--- config.mk ---
export PLATFORM = sky130hd
export DESIGN_NAME = aes_control_unit
export DESIGN_NICKNAME = d
export VERILOG_FILES = /design/src/aes_ctrl_pkg.sv /design/src/aes_control_unit.sv /design/src/aes_ctrl_decoder.sv /design/src/aes_sequencer.sv /design/src/aes_round_counter.sv
export VERILOG_INCLUDE_DIRS = /design/src /design/src/src
export SDC_FILE = /design/constraint.sdc
export NUM_CORES = 1
export LEC_CHECK = 0
export ABC_AREA = 1
export BUFFER_PORTS_ARGS = -buffer_cell sky130_fd_sc_hd__buf_2
export CORE_ASPECT_RATIO = 0.6
export CORE_MARGIN = 5
export CORE_UTILIZATION = 49
export CTS_BUF_LIST = sky130_fd_sc_hd__clkbuf_8
export CTS_CLUSTER_SIZE = 30
export DETAILED_ROUTE_END_ITERATION = 8
export PLACE_DENSITY = 0.83
export SLEW_MARGIN = 30
export SYNTH_ARGS = -nofsm -noshare
export SYNTH_HDL_FRONTEND = slang
export SYNTH_HIERARCHICAL = 1
export SYNTH_SLANG_ARGS = --single-unit
--- constraint.sdc ---
create_clock -name clk -period 1.7 [get_ports clk]
set_input_delay 0.255 -clock clk [delete_from_list [all_inputs] [get_ports clk]]
set_output_delay 0.255 -clock clk [all_outputs]
set_load 0.03 [all_outputs]
--- src/aes_ctrl_params.svh ---
/*
 * Sizing macros of the AES-128 round control unit
 * Round count, round counter width, column count
 */

`ifndef AES_CTRL_PARAMS_SVH
`define AES_CTRL_PARAMS_SVH

// ====================
// Round sequencing
// ====================

// Index of the last AES-128 round
`define AES_CTRL_NUM_ROUNDS 10

// Round counter width, holds 0 to 11
`define AES_CTRL_ROUND_W 4

// ====================
// State geometry
// ====================

// Columns of the state, also words of the round key
`define AES_CTRL_NUM_COLS 4

`endif
--- src/aes_ctrl_pkg.sv ---
/*
 * Types of the AES-128 round control unit
 * Vector typedefs, select and state enums, mode and control structs
 */

`default_nettype none

`include "aes_ctrl_params.svh"

package aes_ctrl_pkg;

	// ====================
	// Vector types
	// ====================

	typedef logic [`AES_CTRL_ROUND_W-1:0] round_t;
	// One bit per column or key word
	typedef logic [`AES_CTRL_NUM_COLS-1:0] lane_mask_t;
	// Key word index
	typedef logic [1:0] key_out_sel_t;

	// ====================
	// Mode encodings
	// ====================

	typedef enum logic [1:0] {
		opm_encryption              = 2'b00,
		opm_key_derivation          = 2'b01,
		opm_decryption              = 2'b10,
		opm_decrypt_with_derivation = 2'b11
	} op_mode_e;

	// 2'b11 is unused
	typedef enum logic [1:0] {
		aes_ecb = 2'b00,
		aes_cbc = 2'b01,
		aes_ctr = 2'b10
	} aes_mode_e;

	// Datapath mux selects
	typedef enum logic [2:0] {
		sbox_col0       = 3'b000,
		sbox_col1       = 3'b001,
		sbox_col2       = 3'b010,
		sbox_col3       = 3'b011,
		sbox_g_function = 3'b100
	} sbox_sel_e;

	typedef enum logic [1:0] {
		rk_column     = 2'b00,
		rk_mixcol_in  = 2'b01,
		rk_mixcol_out = 2'b10
	} rk_sel_e;

	typedef enum logic [1:0] {
		col_shift_rows = 2'b00,
		col_add_rk_out = 2'b01,
		col_input      = 2'b10
	} col_sel_e;

	// Sequencer states, in the order of the original encoding
	typedef enum logic [3:0] {
		st_idle        = 4'd0,
		st_round0_col0 = 4'd1,
		st_round0_col1 = 4'd2,
		st_round0_col2 = 4'd3,
		st_round0_col3 = 4'd4,
		st_round_key   = 4'd5,
		st_round_col0  = 4'd6,
		st_round_col1  = 4'd7,
		st_round_col2  = 4'd8,
		st_round_col3  = 4'd9,
		st_ready       = 4'd10,
		st_gen_key0    = 4'd11,
		st_gen_key1    = 4'd12,
		st_gen_key2    = 4'd13,
		st_gen_key3    = 4'd14,
		st_nop         = 4'd15
	} ctrl_state_e;

	// ====================
	// Structs
	// ====================

	typedef struct packed {
		logic encrypt_decrypt;    // Encrypt direction, key steps included
		logic enc_dec;            // Encrypt direction or CTR
		logic mode_ctr;
		logic mode_cbc;
		logic op_key_derivation;
	} mode_flags_t;

	typedef struct packed {
		sbox_sel_e    sbox_sel;
		rk_sel_e      rk_sel;
		key_out_sel_t key_out_sel;
		col_sel_e     col_sel;
		lane_mask_t   key_en;
		lane_mask_t   col_en;
		logic         bypass_rk;
		logic         bypass_key_en;
		logic         key_sel;            // 0 host key, 1 key out
		logic         iv_cnt_en;
		logic         iv_cnt_sel;         // 0 IV bus, 1 counter
		logic         key_derivation_en;
	} datapath_ctrl_t;

endpackage

`default_nettype wire

--- src/aes_control_unit.sv ---
/*
 * Top of the AES-128 round control unit
 * Sequencer, round counter and output decode
 */

`timescale 1ns/1ps
`default_nettype none

module aes_control_unit
(
	input  wire logic                    clk,
	input  wire logic                    rst_n,
	input  aes_ctrl_pkg::op_mode_e       operation_mode,
	input  aes_ctrl_pkg::aes_mode_e      aes_mode,
	input  wire logic                    start,
	input  wire logic                    disable_core,
	output aes_ctrl_pkg::datapath_ctrl_t ctrl,
	output aes_ctrl_pkg::round_t         round,
	output logic                         end_comp,
	output logic                         key_gen,
	output logic                         mode_ctr,
	output logic                         mode_cbc,
	output logic                         last_round,
	output logic                         encrypt_decrypt
);
	import aes_ctrl_pkg::*;

	ctrl_state_e state;
	mode_flags_t flags;
	logic        round_clear;
	logic        round_advance;
	logic        first_round;

	// Sequence control
	aes_sequencer u_sequencer (
		.clk            (clk),
		.rst_n          (rst_n),
		.operation_mode (operation_mode),
		.aes_mode       (aes_mode),
		.start          (start),
		.disable_core   (disable_core),
		.first_round    (first_round),
		.last_round     (last_round),
		.state          (state),
		.flags          (flags),
		.round_clear    (round_clear),
		.round_advance  (round_advance)
	);

	aes_round_counter u_round_counter (
		.clk           (clk),
		.rst_n         (rst_n),
		.round_clear   (round_clear),
		.round_advance (round_advance),
		.round         (round),
		.first_round   (first_round),
		.last_round    (last_round)
	);

	aes_ctrl_decoder u_decoder (
		.state      (state),
		.flags      (flags),
		.last_round (last_round),
		.ctrl       (ctrl)
	);

	// Status straight from the state and mode flags
	assign end_comp        = (state == st_ready);
	assign key_gen         = (state == st_round_key);
	assign mode_ctr        = flags.mode_ctr;
	assign mode_cbc        = flags.mode_cbc;
	assign encrypt_decrypt = flags.encrypt_decrypt;

endmodule

`default_nettype wire

--- src/aes_ctrl_decoder.sv ---
/*
 * Output decode of the AES control unit
 * Per-state select and enable lines of the datapath
 */

`timescale 1ns/1ps
`default_nettype none

module aes_ctrl_decoder
(
	input  aes_ctrl_pkg::ctrl_state_e    state,
	input  aes_ctrl_pkg::mode_flags_t    flags,
	input  wire logic                    last_round,
	output aes_ctrl_pkg::datapath_ctrl_t ctrl
);
	import aes_ctrl_pkg::*;

	localparam logic KEY_HOST = 1'b0;
	localparam logic KEY_OUT  = 1'b1;
	localparam logic IV_BUS   = 1'b0;
	localparam logic IV_CNT   = 1'b1;

	localparam lane_mask_t LANE_NONE = '0;
	localparam lane_mask_t LANE_ALL  = '1;

	key_out_sel_t col_idx;
	logic         in_round0;
	logic         in_round;
	logic         final_col;
	logic         reroute;

	// One-hot lane of a column
	function automatic lane_mask_t lane(input key_out_sel_t idx);
		lane = lane_mask_t'(1) << idx;
	endfunction

	// ====================
	// Column tracking
	// ====================

	always_comb
	begin
		col_idx = 2'd0;
		case (state)
			st_round0_col1, st_round_col1: col_idx = 2'd1;
			st_round0_col2, st_round_col2: col_idx = 2'd2;
			st_round0_col3, st_round_col3: col_idx = 2'd3;
			default:                       col_idx = 2'd0;
		endcase
	end

	assign in_round0 = (state inside {st_round0_col0, st_round0_col1,
	                                  st_round0_col2, st_round0_col3});
	assign in_round  = (state inside {st_round_col0, st_round_col1,
	                                  st_round_col2, st_round_col3});

	// Last column of the walk, where the whole state loads shifted
	assign final_col = flags.enc_dec ? (col_idx == 2'd3) : (col_idx == 2'd0);

	// Last round of CBC decryption or CTR feeds the columns from the input
	assign reroute = last_round && ((flags.mode_cbc && !flags.enc_dec) || flags.mode_ctr);

	// ====================
	// Control word
	// ====================

	always_comb
	begin
		// Idle values
		ctrl.sbox_sel          = sbox_col0;
		ctrl.rk_sel            = rk_column;
		ctrl.key_out_sel       = 2'd0;
		ctrl.col_sel           = col_input;
		ctrl.key_en            = LANE_NONE;
		ctrl.col_en            = LANE_NONE;
		ctrl.bypass_rk         = 1'b0;
		ctrl.bypass_key_en     = 1'b0;
		ctrl.key_sel           = KEY_HOST;
		ctrl.iv_cnt_en         = 1'b0;
		ctrl.iv_cnt_sel        = IV_BUS;
		ctrl.key_derivation_en = 1'b0;

		if (in_round0)
		begin
			// Initial AddRoundKey straight from the key registers
			ctrl.sbox_sel      = sbox_sel_e'({1'b0, col_idx});
			ctrl.key_out_sel   = col_idx;
			ctrl.bypass_rk     = 1'b1;
			ctrl.bypass_key_en = 1'b1;
			ctrl.col_sel       = final_col ? col_shift_rows : col_add_rk_out;
			ctrl.col_en        = final_col ? LANE_ALL : lane(col_idx);
			// Decryption rewinds key words 3 to 1 as it goes
			if (!flags.enc_dec && (col_idx != 2'd0))
			begin
				ctrl.key_sel = KEY_OUT;
				ctrl.key_en  = lane(col_idx);
			end
		end
		else if (in_round)
		begin
			ctrl.sbox_sel    = sbox_sel_e'({1'b0, col_idx});
			ctrl.key_out_sel = col_idx;
			ctrl.key_sel     = KEY_OUT;
			// No MixColumns in the last round
			ctrl.rk_sel      = last_round ? rk_mixcol_in : rk_mixcol_out;

			// Key word update runs one ahead forward, in place backward
			if (flags.enc_dec)
			begin
				if (col_idx != 2'd3)
					ctrl.key_en = lane(key_out_sel_t'(col_idx + 2'd1));
			end
			else if (col_idx != 2'd0)
				ctrl.key_en = lane(col_idx);

			if (reroute)
				ctrl.col_sel = col_input;
			else if (final_col && !last_round)
				ctrl.col_sel = col_shift_rows;
			else
				ctrl.col_sel = col_add_rk_out;

			ctrl.col_en = (final_col && !last_round) ? LANE_ALL : lane(col_idx);

			// Counter IV steps once the block is done
			if ((col_idx == 2'd3) && flags.mode_ctr && last_round)
			begin
				ctrl.iv_cnt_en  = 1'b1;
				ctrl.iv_cnt_sel = IV_CNT;
			end
		end
		else
		begin
			case (state)
				st_round_key:
				begin
					// g-function on the last key word into word 0
					ctrl.sbox_sel = sbox_g_function;
					ctrl.key_sel  = KEY_OUT;
					ctrl.key_en   = lane(2'd0);
				end
				st_gen_key0:
					ctrl.sbox_sel = sbox_g_function;
				st_gen_key1:
				begin
					// Words 0 and 1 together
					ctrl.key_en        = lane(2'd0) | lane(2'd1);
					ctrl.key_sel       = KEY_OUT;
					ctrl.bypass_key_en = 1'b1;
				end
				st_gen_key2, st_gen_key3:
				begin
					ctrl.key_en        = (state == st_gen_key2) ? lane(2'd2) : lane(2'd3);
					ctrl.key_sel       = KEY_OUT;
					ctrl.bypass_key_en = 1'b1;
				end
				st_ready:
					ctrl.key_derivation_en = flags.op_key_derivation;
				default:
					ctrl.key_derivation_en = 1'b0;
			endcase
		end
	end

endmodule

`default_nettype wire

--- src/aes_sequencer.sv ---
/*
 * Column and round sequencer of the AES control unit
 * Mode decode, state register, next-state logic, counter control
 */

`timescale 1ns/1ps
`default_nettype none

module aes_sequencer
(
	input  wire logic                 clk,
	input  wire logic                 rst_n,
	input  aes_ctrl_pkg::op_mode_e    operation_mode,
	input  aes_ctrl_pkg::aes_mode_e   aes_mode,
	input  wire logic                 start,
	input  wire logic                 disable_core,
	input  wire logic                 first_round,
	input  wire logic                 last_round,
	output aes_ctrl_pkg::ctrl_state_e state,
	output aes_ctrl_pkg::mode_flags_t flags,
	output logic                      round_clear,
	output logic                      round_advance
);
	import aes_ctrl_pkg::*;

	op_mode_e    op_mode;
	ctrl_state_e next_state;
	logic        is_ctr;
	logic        in_gen_key;
	logic        encrypt_dir;
	logic        enc_dec;

	// ====================
	// Mode decode
	// ====================

	// CTR only ever uses the forward cipher
	assign is_ctr  = (aes_mode == aes_ctr);
	assign op_mode = is_ctr ? opm_encryption : operation_mode;

	assign in_gen_key = (state inside {st_gen_key0, st_gen_key1, st_gen_key2, st_gen_key3});

	// Key expansion always runs forward
	assign encrypt_dir = (op_mode == opm_encryption) || (op_mode == opm_key_derivation) ||
	                     in_gen_key;
	assign enc_dec     = encrypt_dir | is_ctr;

	assign flags = '{
		encrypt_decrypt:   encrypt_dir,
		enc_dec:           enc_dec,
		mode_ctr:          is_ctr,
		mode_cbc:          (aes_mode == aes_cbc),
		op_key_derivation: (op_mode == opm_key_derivation)
	};

	// ====================
	// State register
	// ====================

	// Abort lands in idle from anywhere
	always_ff @(posedge clk or negedge rst_n)
	begin
		if (!rst_n)
			state <= st_idle;
		else if (disable_core)
			state <= st_idle;
		else
			state <= next_state;
	end

	// ====================
	// Next state
	// ====================

	// Encryption walks col0 up to col3, decryption col3 down to col0
	always_comb
	begin
		next_state = state;
		case (state)
			st_idle:
			begin
				// Start only counts here
				if (start)
				begin
					case (op_mode)
						opm_encryption:     next_state = st_round0_col0;
						opm_decryption:     next_state = st_round0_col3;
						default:            next_state = st_gen_key0;
					endcase
				end
			end
			st_round0_col0: next_state = enc_dec ? st_round0_col1 : st_round_key;
			st_round0_col1: next_state = enc_dec ? st_round0_col2 : st_round0_col0;
			st_round0_col2: next_state = enc_dec ? st_round0_col3 : st_round0_col1;
			st_round0_col3: next_state = enc_dec ? st_round_key   : st_round0_col2;
			st_round_key:
			begin
				// Round 1 has no idle slot ahead of its columns
				if (first_round)
					next_state = enc_dec ? st_round_col0 : st_round_col3;
				else
					next_state = last_round ? st_ready : st_nop;
			end
			st_nop:         next_state = enc_dec ? st_round_col0 : st_round_col3;
			st_round_col0:  next_state = enc_dec ? st_round_col1 : st_round_key;
			st_round_col1:  next_state = enc_dec ? st_round_col2 : st_round_col0;
			st_round_col2:  next_state = enc_dec ? st_round_col3 : st_round_col1;
			st_round_col3:
			begin
				if (enc_dec)
					next_state = last_round ? st_ready : st_round_key;
				else
					next_state = st_round_col2;
			end
			st_gen_key0:    next_state = st_gen_key1;
			st_gen_key1:    next_state = st_gen_key2;
			st_gen_key2:    next_state = st_gen_key3;
			st_gen_key3:
			begin
				// Final key schedule reached, stop or decrypt with it
				if (last_round)
					next_state = flags.op_key_derivation ? st_ready : st_round0_col3;
				else
					next_state = st_gen_key0;
			end
			st_ready:       next_state = st_idle;
			default:        next_state = st_idle;
		endcase
	end

	// Counter control
	assign round_clear   = (state == st_idle) || ((state == st_gen_key3) && last_round);
	assign round_advance = (state == st_round_key) || (state == st_gen_key0);

endmodule

`default_nettype wire

--- src/aes_round_counter.sv ---
/*
 * Round counter of the AES control unit
 * First-round and last-round flags
 */

`timescale 1ns/1ps
`default_nettype none

`include "aes_ctrl_params.svh"

module aes_round_counter
(
	input  wire logic            clk,
	input  wire logic            rst_n,
	input  wire logic            round_clear,
	input  wire logic            round_advance,
	output aes_ctrl_pkg::round_t round,
	output logic                 first_round,
	output logic                 last_round
);
	import aes_ctrl_pkg::*;

	// Clear wins over advance
	always_ff @(posedge clk or negedge rst_n)
	begin
		if (!rst_n)
			round <= '0;
		else if (round_clear)
			round <= '0;
		else if (round_advance)
			round <= round + 1'b1;
	end

	assign first_round = (round == '0);
	// Decryption ends one step past the last round
	assign last_round  = (round == round_t'(`AES_CTRL_NUM_ROUNDS)) ||
	                     (round == round_t'(`AES_CTRL_NUM_ROUNDS + 1));

endmodule

`default_nettype wire

==> results_dict.tcl, run 1 <==
set metrics [dict create \
    status "stopped before the end" \
    lastStage "global routing (5_1_grt)" \
    error "[ERROR DPL-0038] Utilization greater than 100%, impossible to legalize" \
    synth.distinct_cells 28 \
    placed_area_um2 2130 \
    initial_utilization 0.503 \
    endpoint_type "top-level output" \
    yosysSeqAreaShare 0.140 \
    htree_levels 1 \
    die_h_um 51.8 \
    synth_area_um2 1430 \
    cts_sinks 8 \
    cts_buffers 3 \
    cts_buffer_depth 2 \
    ioPinCount 41 \
    netlist_instances 258 \
    yosysWarnings 6 \
    grt_max_degree 9 \
    numPortBuffers 40 \
    root_buffer "clkbuf_8" \
    grt-worst-endpoint "ctrl[14]" \
    syn-num-nets 269 \
    place_congestion 1.01 \
    synth.avg_cell_area_um2 5.53 \
    dpl.hpwl_mm 4.30 \
    fp.dieW_um 79.7 \
    yosys_register_bits 8 \
    rows 15 \
    preCtsSetupSlack_ns -0.187 \
]
## per-stage QoR
step           std cells  hold WS, ns  utilization
3_5_place_dp         380       0.0998        0.751
4_1_cts              398        0.344        0.925
2_1_floorplan        258      -0.0406            -
3_3_place_gp         380       0.0977        0.751
## cell families after synthesis
family,Yosys count,synth area share
fa+ha+maj,3,0.0263
simple gates,173,0.579
compound gates,24,0.104
flops,8,0.140
buf+inv,50,0.150
## cells in the mapped netlist
cell       n  area share
or2_2      1      0.0044
nand3_1   25       0.088
nand3b_4   1       0.014
o211ai_1   2       0.011
nor4_1     1      0.0044
nand2_1   80        0.21
nand2_4    2       0.016
dfrtp_1    8        0.14
o21ai_1    2      0.0070
or2_1      1      0.0044
nand3_2    2       0.014
nor2_4     3       0.024
nand3_4    2       0.025
nand4_1    2      0.0088
nor2_2     7       0.031
nor2_1    38        0.10
o21bai_1   1      0.0053
o21bai_4   1       0.013
inv_1     37       0.097
ha_1       3       0.026
o221ai_1   1      0.0061
nor3b_1    1      0.0053
a21oi_1   10       0.035
buf_4      7       0.037
inv_2      6       0.016
nand2_2    7       0.031
a21oi_2    1      0.0061
o21ai_0    6       0.021
## repair_timing
action / 4_1_cts
pin swaps: 28
resized for setup: 104
hold buffers: 1
gates cloned: 0
endpoints found under the hold margin: 8
buffers inserted: 16
endpoints found under the setup margin: 28
==> run 2, diff against run 1 <==
--- a/config.mk
+++ b/config.mk
@@ -8,13 +8,10 @@
 export LEC_CHECK = 0
 export ABC_AREA = 1
 export BUFFER_PORTS_ARGS = -buffer_cell sky130_fd_sc_hd__buf_2
-export CORE_ASPECT_RATIO = 0.6
-export CORE_MARGIN = 5
-export CORE_UTILIZATION = 49
-export CTS_BUF_LIST = sky130_fd_sc_hd__clkbuf_8
-export CTS_CLUSTER_SIZE = 30
+export CORE_AREA = 5 5 66 68
 export DETAILED_ROUTE_END_ITERATION = 8
-export PLACE_DENSITY = 0.83
+export DIE_AREA = 0 0 71 73
+export PLACE_DENSITY_LB_ADDON = 0.15
 export SLEW_MARGIN = 30
 export SYNTH_ARGS = -nofsm -noshare
 export SYNTH_HDL_FRONTEND = slang
==> constraint.sdc (replaced) <==
create_clock -name clk -period 2.2 [get_ports clk]
set_input_delay 0.33 -clock clk [delete_from_list [all_inputs] [get_ports clk]]
set_output_delay 0.33 -clock clk [all_outputs]
set_load 0.03 [all_outputs]
==> results_dict.tcl, run 2 <==
set metrics [dict create \
    cts_buffers 3 \
    rows 23 \
    dr.pass1.iters 4 \
    critical_path_required_ns 1.87 \
    place_congestion 0.925 \
    total_power_mw 3.02 \
    die_h_um 73 \
    maxCapViolations 0 \
    netlist_instances 258 \
    worst_pin_slew_ns 0.710 \
    power.leakage_nw 1.16 \
    grt_pass1_wl_mm 6.86 \
    dp.cells 348 \
    min_path_type "in2reg" \
    critical_path.endpoint_type "output pin" \
    syn-num-nets 269 \
    root_buffer "clkbuf_8" \
    yosysSeqAreaShare 0.140 \
    initial_utilization 0.375 \
    synthFlopType "dfrtp_1" \
    drive_gt1_frac 0.377 \
    htree_levels 1 \
    track_usage 0.162 \
    use_met1 0.193 \
    crit_type "reg2out" \
    cts_buffer_depth 2 \
    layoutNonFillerInstCount 363 \
    setup_tns_ns 0 \
    layout_common_cells "78 x nand2_1, 34 x nor2_1, 33 x inv_1" \
    yosysWarnings 6 \
    top_usage_layer "met2" \
    async_reset_ff_frac 1.00 \
    synth_area_leaders "nand2_1 21%, dfrtp_1 14%, nor2_1 10%, inv_1 9.7%, nand3_1 8.8%" \
    final_nets 326 \
    period_needed_ns 2.14 \
    area_growth_pct 37.5 \
    clkSlewWorstSetupHoldPaths_ns 0.04 \
    preCtsSetupSlack_ns 0.114 \
    postRouteAntennaNets 0 \
    diodes 0 \
    synth.most_common_cell "nand2_1" \
    synth_edf_count 0 \
    setup_viol 0 \
    yosys_register_bits 8 \
    fmaxAchievable_mhz 467 \
    dpl.hpwl_mm 3.41 \
    post-route-period-util 0.974 \
    ir_worst_vdd_v 0.000534 \
    layout_commonest_cell "nand2_1" \
    core_um2 3800 \
    top_regs "u_round_counter/round (4), u_sequencer/state (4)" \
    cellPowerDensity_nw_per_um2 1540 \
    num_vias 1719 \
    arrival_ns 1.81 \
    synth.avg_cell_area_um2 5.53 \
    worst_setup_path_start_kind "flip-flop" \
    grtUsageMet3 0.0179 \
    globalRouteOverflowTotal 0 \
    drt_iter0_drc 81 \
    n_fill_cell 408 \
    final_max_slew_viol_count 0 \
    grt_setup_unrepaired "yes" \
    dieArea_um2 5180 \
    synth_top_area_share 0.211 \
    utilization 0.516 \
    synth_area_um2 1430 \
    yosysTopAreaCell "nand2_1" \
    cts_tree "built" \
    vias_per_cell 4.74 \
    fin_ws_ns 0.0565 \
    hold_violations 0 \
    grt_max_degree 14 \
    clock_skew_ns 0.00325 \
    clk_latency_ns 0.23 \
    status "complete, no violations" \
    drt-total-wl_mm 4.19 \
    antenna_found_initial 0 \
    cts_sinks 8 \
    ioPinCount 41 \
    numPortBuffers 40 \
    wl_per_cell_um 11.6 \
    grt_pass1_vias 1542 \
    slew_headroom 0.522 \
    netlist_top_cells_count "80 x nand2_1, 38 x nor2_1, 37 x inv_1, 25 x nand3_1, 10 x a21oi_1" \
    gr-usage-met2 0.297 \
    cp_max_fo 6 \
    synth.distinct_cells 28 \
    drcViolationCount 0 \
    fp.dieW_um 71 \
]
==> run 2: cell counts after synthesis <==
No cell type changed its count.
==> run 2: layer usage <==
layer | part of all wire | vias to the layer above
met5 | 0 | -
met4 | 0.015 | 0
met3 | 0.038 | 6
met2 | 0.51 | 40
met1 | 0.43 | 763
li1 | - | 910
==> run 2: kinds of logic (layout without fill, tap and decap cells) <==
| kind of cell | Yosys count | after routing | share of synthesized area |
|---|---|---|---|
| fa+ha+maj | 3 | 3 | 0.0263 |
| buf+inv | 50 | 105 | 0.150 |
| simple gates | 173 | 173 | 0.579 |
| flops | 8 | 8 | 0.140 |
| compound gates | 24 | 24 | 0.104 |
==> run 2: path summary, 6_finish.rpt <==
path / from / to / slack [ns] / cells after the start
hold / removal: disable_core / u_sequencer/state[0] / 0.40 / 3
setup reg to reg: u_sequencer/state[1] / u_round_counter/round[3] / 0.20 / 9
max in group asynchronous: rst_n / u_sequencer/state[2] / 1.54 / 2
hold reg to reg: u_round_counter/round[0] / u_round_counter/round[0] / 0.60 / 2
min in group asynchronous: rst_n / u_sequencer/state[3] / 0.48 / 2
setup / recovery: u_sequencer/state[2] / ctrl[2] / 0.06 / 6
==> run 2: what timing repair did <==
action | in CTS | in global routing
resized for setup | 8 | 19
hold endpoints to repair | 8 | 0
pin swaps | 0 | 5
setup endpoints to repair | 12 | 12
hold buffers | 1 | 0
setup buffers | 0 | 11
==> run 2: metrics by stage <==
step | area (µm²) | hold WS [ns]
final | 1960 | 0.398
after global routing | 1960 | 0.439
after CTS | 1820 | 0.400
after detailed placement | 1750 | 0.176
after global placement | 1750 | 0.175
after floorplan | 1490 | 0.0344
==> run 2: worst max-delay path, stage by stage (launching register included) <==
cell      delay, ns
dfrtp_2        0.45
inv_1          0.16
nand3_1        0.23
nand2_2        0.18
inv_2          0.08
nor4_4         0.26
clkbuf_4       0.23
==> run 2: final cells by class <==
cell class              instances  area [µm²]  area share
clock buffers                   3        41.3      0.0211
inverters                      43         164      0.0836
multi-input cells             200        1110       0.568
flip-flops and latches          8         208       0.106
well taps                      50        62.6      0.0319
repair buffers                 59         372       0.190
==> run 2: power by group <==
part           switching [mW]  leakage [nW]  internal (mW)
Sequential             0.0962        0.0993          0.196
Clock                  0.0540        0.0216          0.118
Combinational            1.70          1.04          0.848
Note: power is estimated with default switching activity, not from simulation.
==> run 3, diff against run 2 <==
--- a/config.mk
+++ b/config.mk
@@ -8,10 +8,11 @@
 export LEC_CHECK = 0
 export ABC_AREA = 1
 export BUFFER_PORTS_ARGS = -buffer_cell sky130_fd_sc_hd__buf_2
-export CORE_AREA = 5 5 66 68
+export CORE_AREA = 2 2 63 65
 export DETAILED_ROUTE_END_ITERATION = 8
-export DIE_AREA = 0 0 71 73
+export DIE_AREA = 0 0 65 67
 export PLACE_DENSITY_LB_ADDON = 0.15
+export REMOVE_ABC_BUFFERS = 1
 export SLEW_MARGIN = 30
 export SYNTH_ARGS = -nofsm -noshare
 export SYNTH_HDL_FRONTEND = slang
==> results_dict.tcl, run 3 (synthesis gave the netlist of run 2 again) <==
set metrics [dict create \
    status "complete, no violations" \
    htree_levels 1 \
    vias_per_cell 4.75 \
    layout_common_cells "73 x nand2_1, 34 x inv_1, 34 x nor2_1" \
    cp_max_fo 7 \
    fmaxAchievable_mhz 465 \
    hold_violations 0 \
    final_max_slew_viol_count 0 \
    num_vias 1730 \
    grt_max_degree 9 \
    drt-total-wl_mm 4.06 \
    preCtsSetupSlack_ns 0.175 \
    track_usage 0.189 \
    internal_power_mw 1.20 \
    power_frac_seq 0.091 \
    layout_commonest_cell "nand2_1" \
    critical_path_required_ns 1.87 \
    cts_buffers 3 \
    clk_latency_ns 0.23 \
    crit_type "reg2out" \
    cts_buffer_depth 2 \
    min_path_type "in2reg" \
    p_sw_frac 0.606 \
    p_comb_frac 0.851 \
    arrival_ns 1.82 \
    place_congestion 0.919 \
    initial_utilization 0.396 \
    multiInputGateArea_um2 1090 \
    n_fill_cell 403 \
    period_needed_ns 2.15 \
    grt_pass1_vias 1526 \
    cts_tree "built" \
    cpMaxStageDelayCell "dfrtp_2" \
    post-route-period-util 0.978 \
    power.leakage_nw 1.16 \
    clock_skew_ns 0.000417 \
    ir_worst_vdd_v 0.000661 \
    grt_setup_unrepaired "yes" \
    drt_iter0_drc 78 \
    drive_gt1_frac 0.377 \
    antenna_found_initial 0 \
    cts_sinks 8 \
    worst_pin_slew_ns 0.369 \
    critical_path.endpoint_type "output pin" \
    cellPowerDensity_nw_per_um2 1550 \
    fin_ws_ns 0.0487 \
    root_buffer "clkbuf_8" \
    dpl.hpwl_mm 3.37 \
    maxCapViolations 0 \
    seqCellArea_um2 205 \
    die_h_um 67 \
    grt_pass1_wl_mm 6.58 \
    setup_tns_ns 0 \
    final_nets 329 \
    globalRouteOverflowTotal 0 \
    ioPinCount 41 \
    rows 22 \
    fp.dieW_um 65 \
    dr.pass1.iters 4 \
    total_power_mw 3.04 \
    diodes 0 \
    dieArea_um2 4360 \
    area_growth_pct 37.7 \
    max_stage_delay_ns 0.46 \
    clkSlewWorstSetupHoldPaths_ns 0.04 \
    wl_per_cell_um 11.2 \
    worst_setup_path_start_kind "flip-flop" \
    core_um2 3610 \
    postRouteAntennaNets 0 \
    power.switching_mw 1.84 \
    slew_headroom 0.753 \
    setup_viol 0 \
    top_regs "u_round_counter/round (4), u_sequencer/state (4)" \
    path_cells "buf_6 -> nor2_4 -> inv_1 -> nor2_2 -> nor2_4 -> buf_4 -> nand3_1 -> nand3_1 -> nand4_1 -> buf_6" \
    numPortBuffers 40 \
    pwr-share-clk 0.058 \
    drcViolationCount 0 \
]
-- run 3: changes by cell type in the layout (fill, tap and decap cells not counted), sizes merged --
cell,before,now
dlymetal6s2s,1,0
buf,52,60
clkbuf,8,4
-- run 3: worst paths after layout --
| check | slack [ns] | cells after the start | from | endpoint |
|---|---|---|---|---|
| worst max-delay path | 0.05 | 10 | u_sequencer/state[2] | ctrl[3] |
| worst min-delay path | 0.42 | 3 | disable_core | u_sequencer/state[0] |
| worst max register to register | 0.23 | 12 | u_round_counter/round[0] | u_sequencer/state[0] |
| worst min register to register | 0.56 | 2 | u_round_counter/round[0] | u_round_counter/round[0] |
| max in group asynchronous | 1.56 | 2 | rst_n | u_sequencer/state[2] |
| min in group asynchronous | 0.47 | 2 | rst_n | u_round_counter/round[3] |
-- run 3: repair_timing --
action	in CTS	in global routing
hold endpoints to repair	8	0
setup buffers	2	8
hold buffers	1	0
pin swaps	1	9
setup endpoints to repair	10	14
resized for setup	7	44
gates cloned	0	0
-- run 3: power by group through the flow --
stage | combinational [mW] | sequential [mW] | clock [mW]
after floorplan | 1.68 | 0.297 | 0
after global placement | 2.34 | 0.259 | 0
after detailed placement | 2.32 | 0.261 | 0
after CTS | 2.34 | 0.264 | 0.179
after global routing | 2.84 | 0.288 | 0.190
final | 2.58 | 0.275 | 0.176
-- run 3: worst max-delay path, delay by kind of cell (launching register included) --
kind          cells  cell delay, ns
buf+inv           4            0.49
simple gates      6            0.64
flops             1            0.46
-- run 3: through the flow --
step | utilization | instances | hold WS, ns | area [µm²]
floorplan | - | 251 | 0.0344 | 1370
global placement | 0.476 | 350 | 0.178 | 1720
detailed placement | 0.476 | 350 | 0.178 | 1720
CTS | 0.499 | 356 | 0.434 | 1800
global route | 0.545 | 364 | 0.457 | 1960
finish | 0.545 | 364 | 0.422 | 1960
-- run 3: routing by layer --
metal,GRT usage,up-vias,share of wire
li1,-,916,-
met1,0.233,758,0.43
met2,0.357,52,0.51
met3,0.00507,4,0.047
met4,0.0532,0,0.0084
met5,0,-,0
-- run 3: cell type report --
type                            count  share of cell area
Clock buffer                        3              0.0210
Inverter                           43              0.0822
Multi-Input combinational cell    200               0.556
Sequential cell                     8               0.104
Tap cell                           48              0.0306
Timing Repair Buffer               62               0.206
==> run 4, diff against run 3 <==
--- a/config.mk
+++ b/config.mk
@@ -16,5 +16,4 @@
 export SLEW_MARGIN = 30
 export SYNTH_ARGS = -nofsm -noshare
 export SYNTH_HDL_FRONTEND = slang
-export SYNTH_HIERARCHICAL = 1
 export SYNTH_SLANG_ARGS = --single-unit
==> results_dict.tcl, run 4 <==
set metrics [dict create \
    status "complete, no violations" \
    drt-total-wl_mm 3.59 \
    fp.dieW_um 65 \
    synth_compound_area_frac 0.124 \
    layout_common_cells "70 x nand2_1, 35 x buf_2, 33 x nor2_1" \
    htree_levels 1 \
    diodes 0 \
    synth_top_family_by_area "simple AND/OR/NAND/NOR gates" \
    n_fill_cell 410 \
    cellPowerDensity_nw_per_um2 1600 \
    yosysSeqAreaShare 0.173 \
    synth.most_common_cell "nand2_1" \
    p_sw_frac 0.616 \
    worst_pin_slew_ns 0.344 \
    die_h_um 67 \
    synth-simple-area-share 0.538 \
    rows 22 \
    netlist_top_cells_count "74 x nand2_1, 36 x nor2_1, 24 x inv_1, 12 x nand3_1" \
    synth_edf_count 0 \
    power.switching_mw 1.53 \
    p_comb_frac 0.832 \
    dr.pass1.iters 4 \
    internal_power_mw 0.955 \
    worst_setup_path_start_kind "flip-flop" \
    fin_ws_ns 0.107 \
    clock_skew_ns 0.000457 \
    drcViolationCount 0 \
    ioPinCount 41 \
    max_stage_delay_ns 0.45 \
    root_buffer "clkbuf_8" \
    cts_buffer_depth 2 \
    async_reset_ff_frac 1.00 \
    slew_headroom 0.771 \
    layoutNonFillerInstCount 310 \
    synth.avg_cell_area_um2 5.39 \
    postRouteAntennaNets 0 \
    drt_iter0_drc 54 \
    num_vias 1469 \
    place_congestion 0.860 \
    final_nets 275 \
    track_usage 0.173 \
    critical_path.endpoint_type "output pin" \
    cts_sinks 8 \
    yosysTopAreaCell "nand2_1" \
    crit_path_frequent_cell "nand2_1" \
    area_growth_pct 34.3 \
    dpl.hpwl_mm 2.99 \
    wl_per_cell_um 11.6 \
    synth_xor_area_frac 0 \
    final_max_slew_viol_count 0 \
    synth.distinct_cells 23 \
    preCtsSetupSlack_ns 0.111 \
    path_cells "nand2_2 -> inv_2 -> nand2_1 -> nand3_4 -> inv_1 -> buf_4 -> nand2_1 -> o211ai_1 -> buf_2" \
    pwr-share-clk 0.069 \
    yosysWarnings 0 \
    utilization 0.432 \
    drive_gt1_frac 0.321 \
    yosys_register_bits 8 \
    ir_worst_vdd_v 0.000610 \
    grt_pass1_vias 1356 \
    hold_violations 0 \
    crit_family "buffers and inverters" \
    vias_per_cell 4.74 \
    grt_max_degree 10 \
    muxShareOfSynthArea 0 \
    grt_pass1_wl_mm 5.85 \
    cpMaxStageDelayCell "dfrtp_2" \
    period_needed_ns 2.09 \
    numPortBuffers 40 \
    power.leakage_nw 0.941 \
    cp.buffers_inverters 4 \
    critical_path_required_ns 1.87 \
    layout_commonest_cell "nand2_1" \
    dp.cells 305 \
    post-route-period-util 0.952 \
    core_um2 3610 \
    cts_tree "built" \
    synth_top_area_share 0.239 \
    dieArea_um2 4360 \
    top_regs "u_round_counter.round (4), u_sequencer.state (4)" \
    power_frac_seq 0.099 \
    initial_utilization 0.322 \
    min_path_type "in2async" \
    synth_area_leaders "nand2_1 24%, dfrtp_1 17%, nor2_1 12%, inv_1 7.8%, nand3_1 5.2%" \
    synthFlopType "dfrtp_1" \
    cp_max_fo 7 \
    maxCapViolations 0 \
    synth_area_um2 1160 \
    globalRouteOverflowTotal 0 \
    cts_buffers 3 \
    crit_type "reg2out" \
    clk_latency_ns 0.22 \
    clkSlewWorstSetupHoldPaths_ns 0.04 \
    netlist_instances 215 \
    antenna_found_initial 0 \
    synthAdderAreaFrac 0.0324 \
    arrival_ns 1.76 \
    setup_viol 0 \
    grt_setup_unrepaired "yes" \
    fmaxAchievable_mhz 478 \
]
-- run 4: layout make-up --
cell class	count	area (µm²)	area share
Timing Repair Buffer	49	283	0.182
Tap cell	48	60.1	0.0386
Multi-Input combinational cell	171	853	0.548
Clock buffer	3	41.3	0.0265
Sequential cell	8	204	0.131
Inverter	31	116	0.0747
-- run 4: logic make-up after synthesis --
kind of cell / count (synthesis)
simple gates: 142
buf+inv: 36
compound gates: 26
flops: 8
fa+ha+maj: 3
-- run 4: metal layers --
| layer | vias to the layer above | GRT usage | routed length [µm] |
|---|---|---|---|
| li1 | 772 | - | - |
| met1 | 640 | 0.200 | 1570 |
| met2 | 51 | 0.334 | 1810 |
| met3 | 6 | 0.0236 | 170 |
| met4 | 0 | 0.0399 | 43 |
| met5 | - | 0 | 0 |
-- run 4: power groups by stage --
stage                     registers [mW]  logic (mW)  clock network, mW
after floorplan                    0.241        1.42                  0
after global placement             0.234        1.98                  0
after detailed placement           0.234        1.96                  0
after CTS                          0.232        1.98              0.178
after global routing               0.252        2.28              0.189
final                              0.247        2.07              0.171
-- run 4: through the flow --
stage	setup TNS (ns)	power [mW]	cell area, µm²	hold WS [ns]
after detailed placement	0	2.20	1440	0.177
after global routing	-0.0487	2.72	1560	0.501
after CTS	0	2.39	1490	0.470
after floorplan	-1.16	1.66	1120	0.0344
final	0	2.49	1560	0.477
after global placement	0	2.21	1440	0.180
-- run 4: worst paths after layout --
check	start	to	slack, ns	cells after the start
hold / removal	rst_n	u_round_counter.round[2]	0.48	2
max in group asynchronous	rst_n	u_sequencer.state[3]	1.54	2
setup reg to reg	u_round_counter.round[0]	u_sequencer.state[1]	0.54	11
hold reg to reg	u_round_counter.round[2]	u_round_counter.round[2]	0.59	2
setup / recovery	u_sequencer.state[2]	ctrl[12]	0.11	9
min in group clk	start	u_sequencer.state[0]	0.48	5
-- run 4: what timing repair did --
action | CTS | global route
hold endpoints to repair | 8 | 0
hold buffers | 1 | 0
gates resized for setup | 2 | 23
pin swaps | 0 | 2
endpoints found under the setup margin | 5 | 10
buffers inserted | 0 | 1
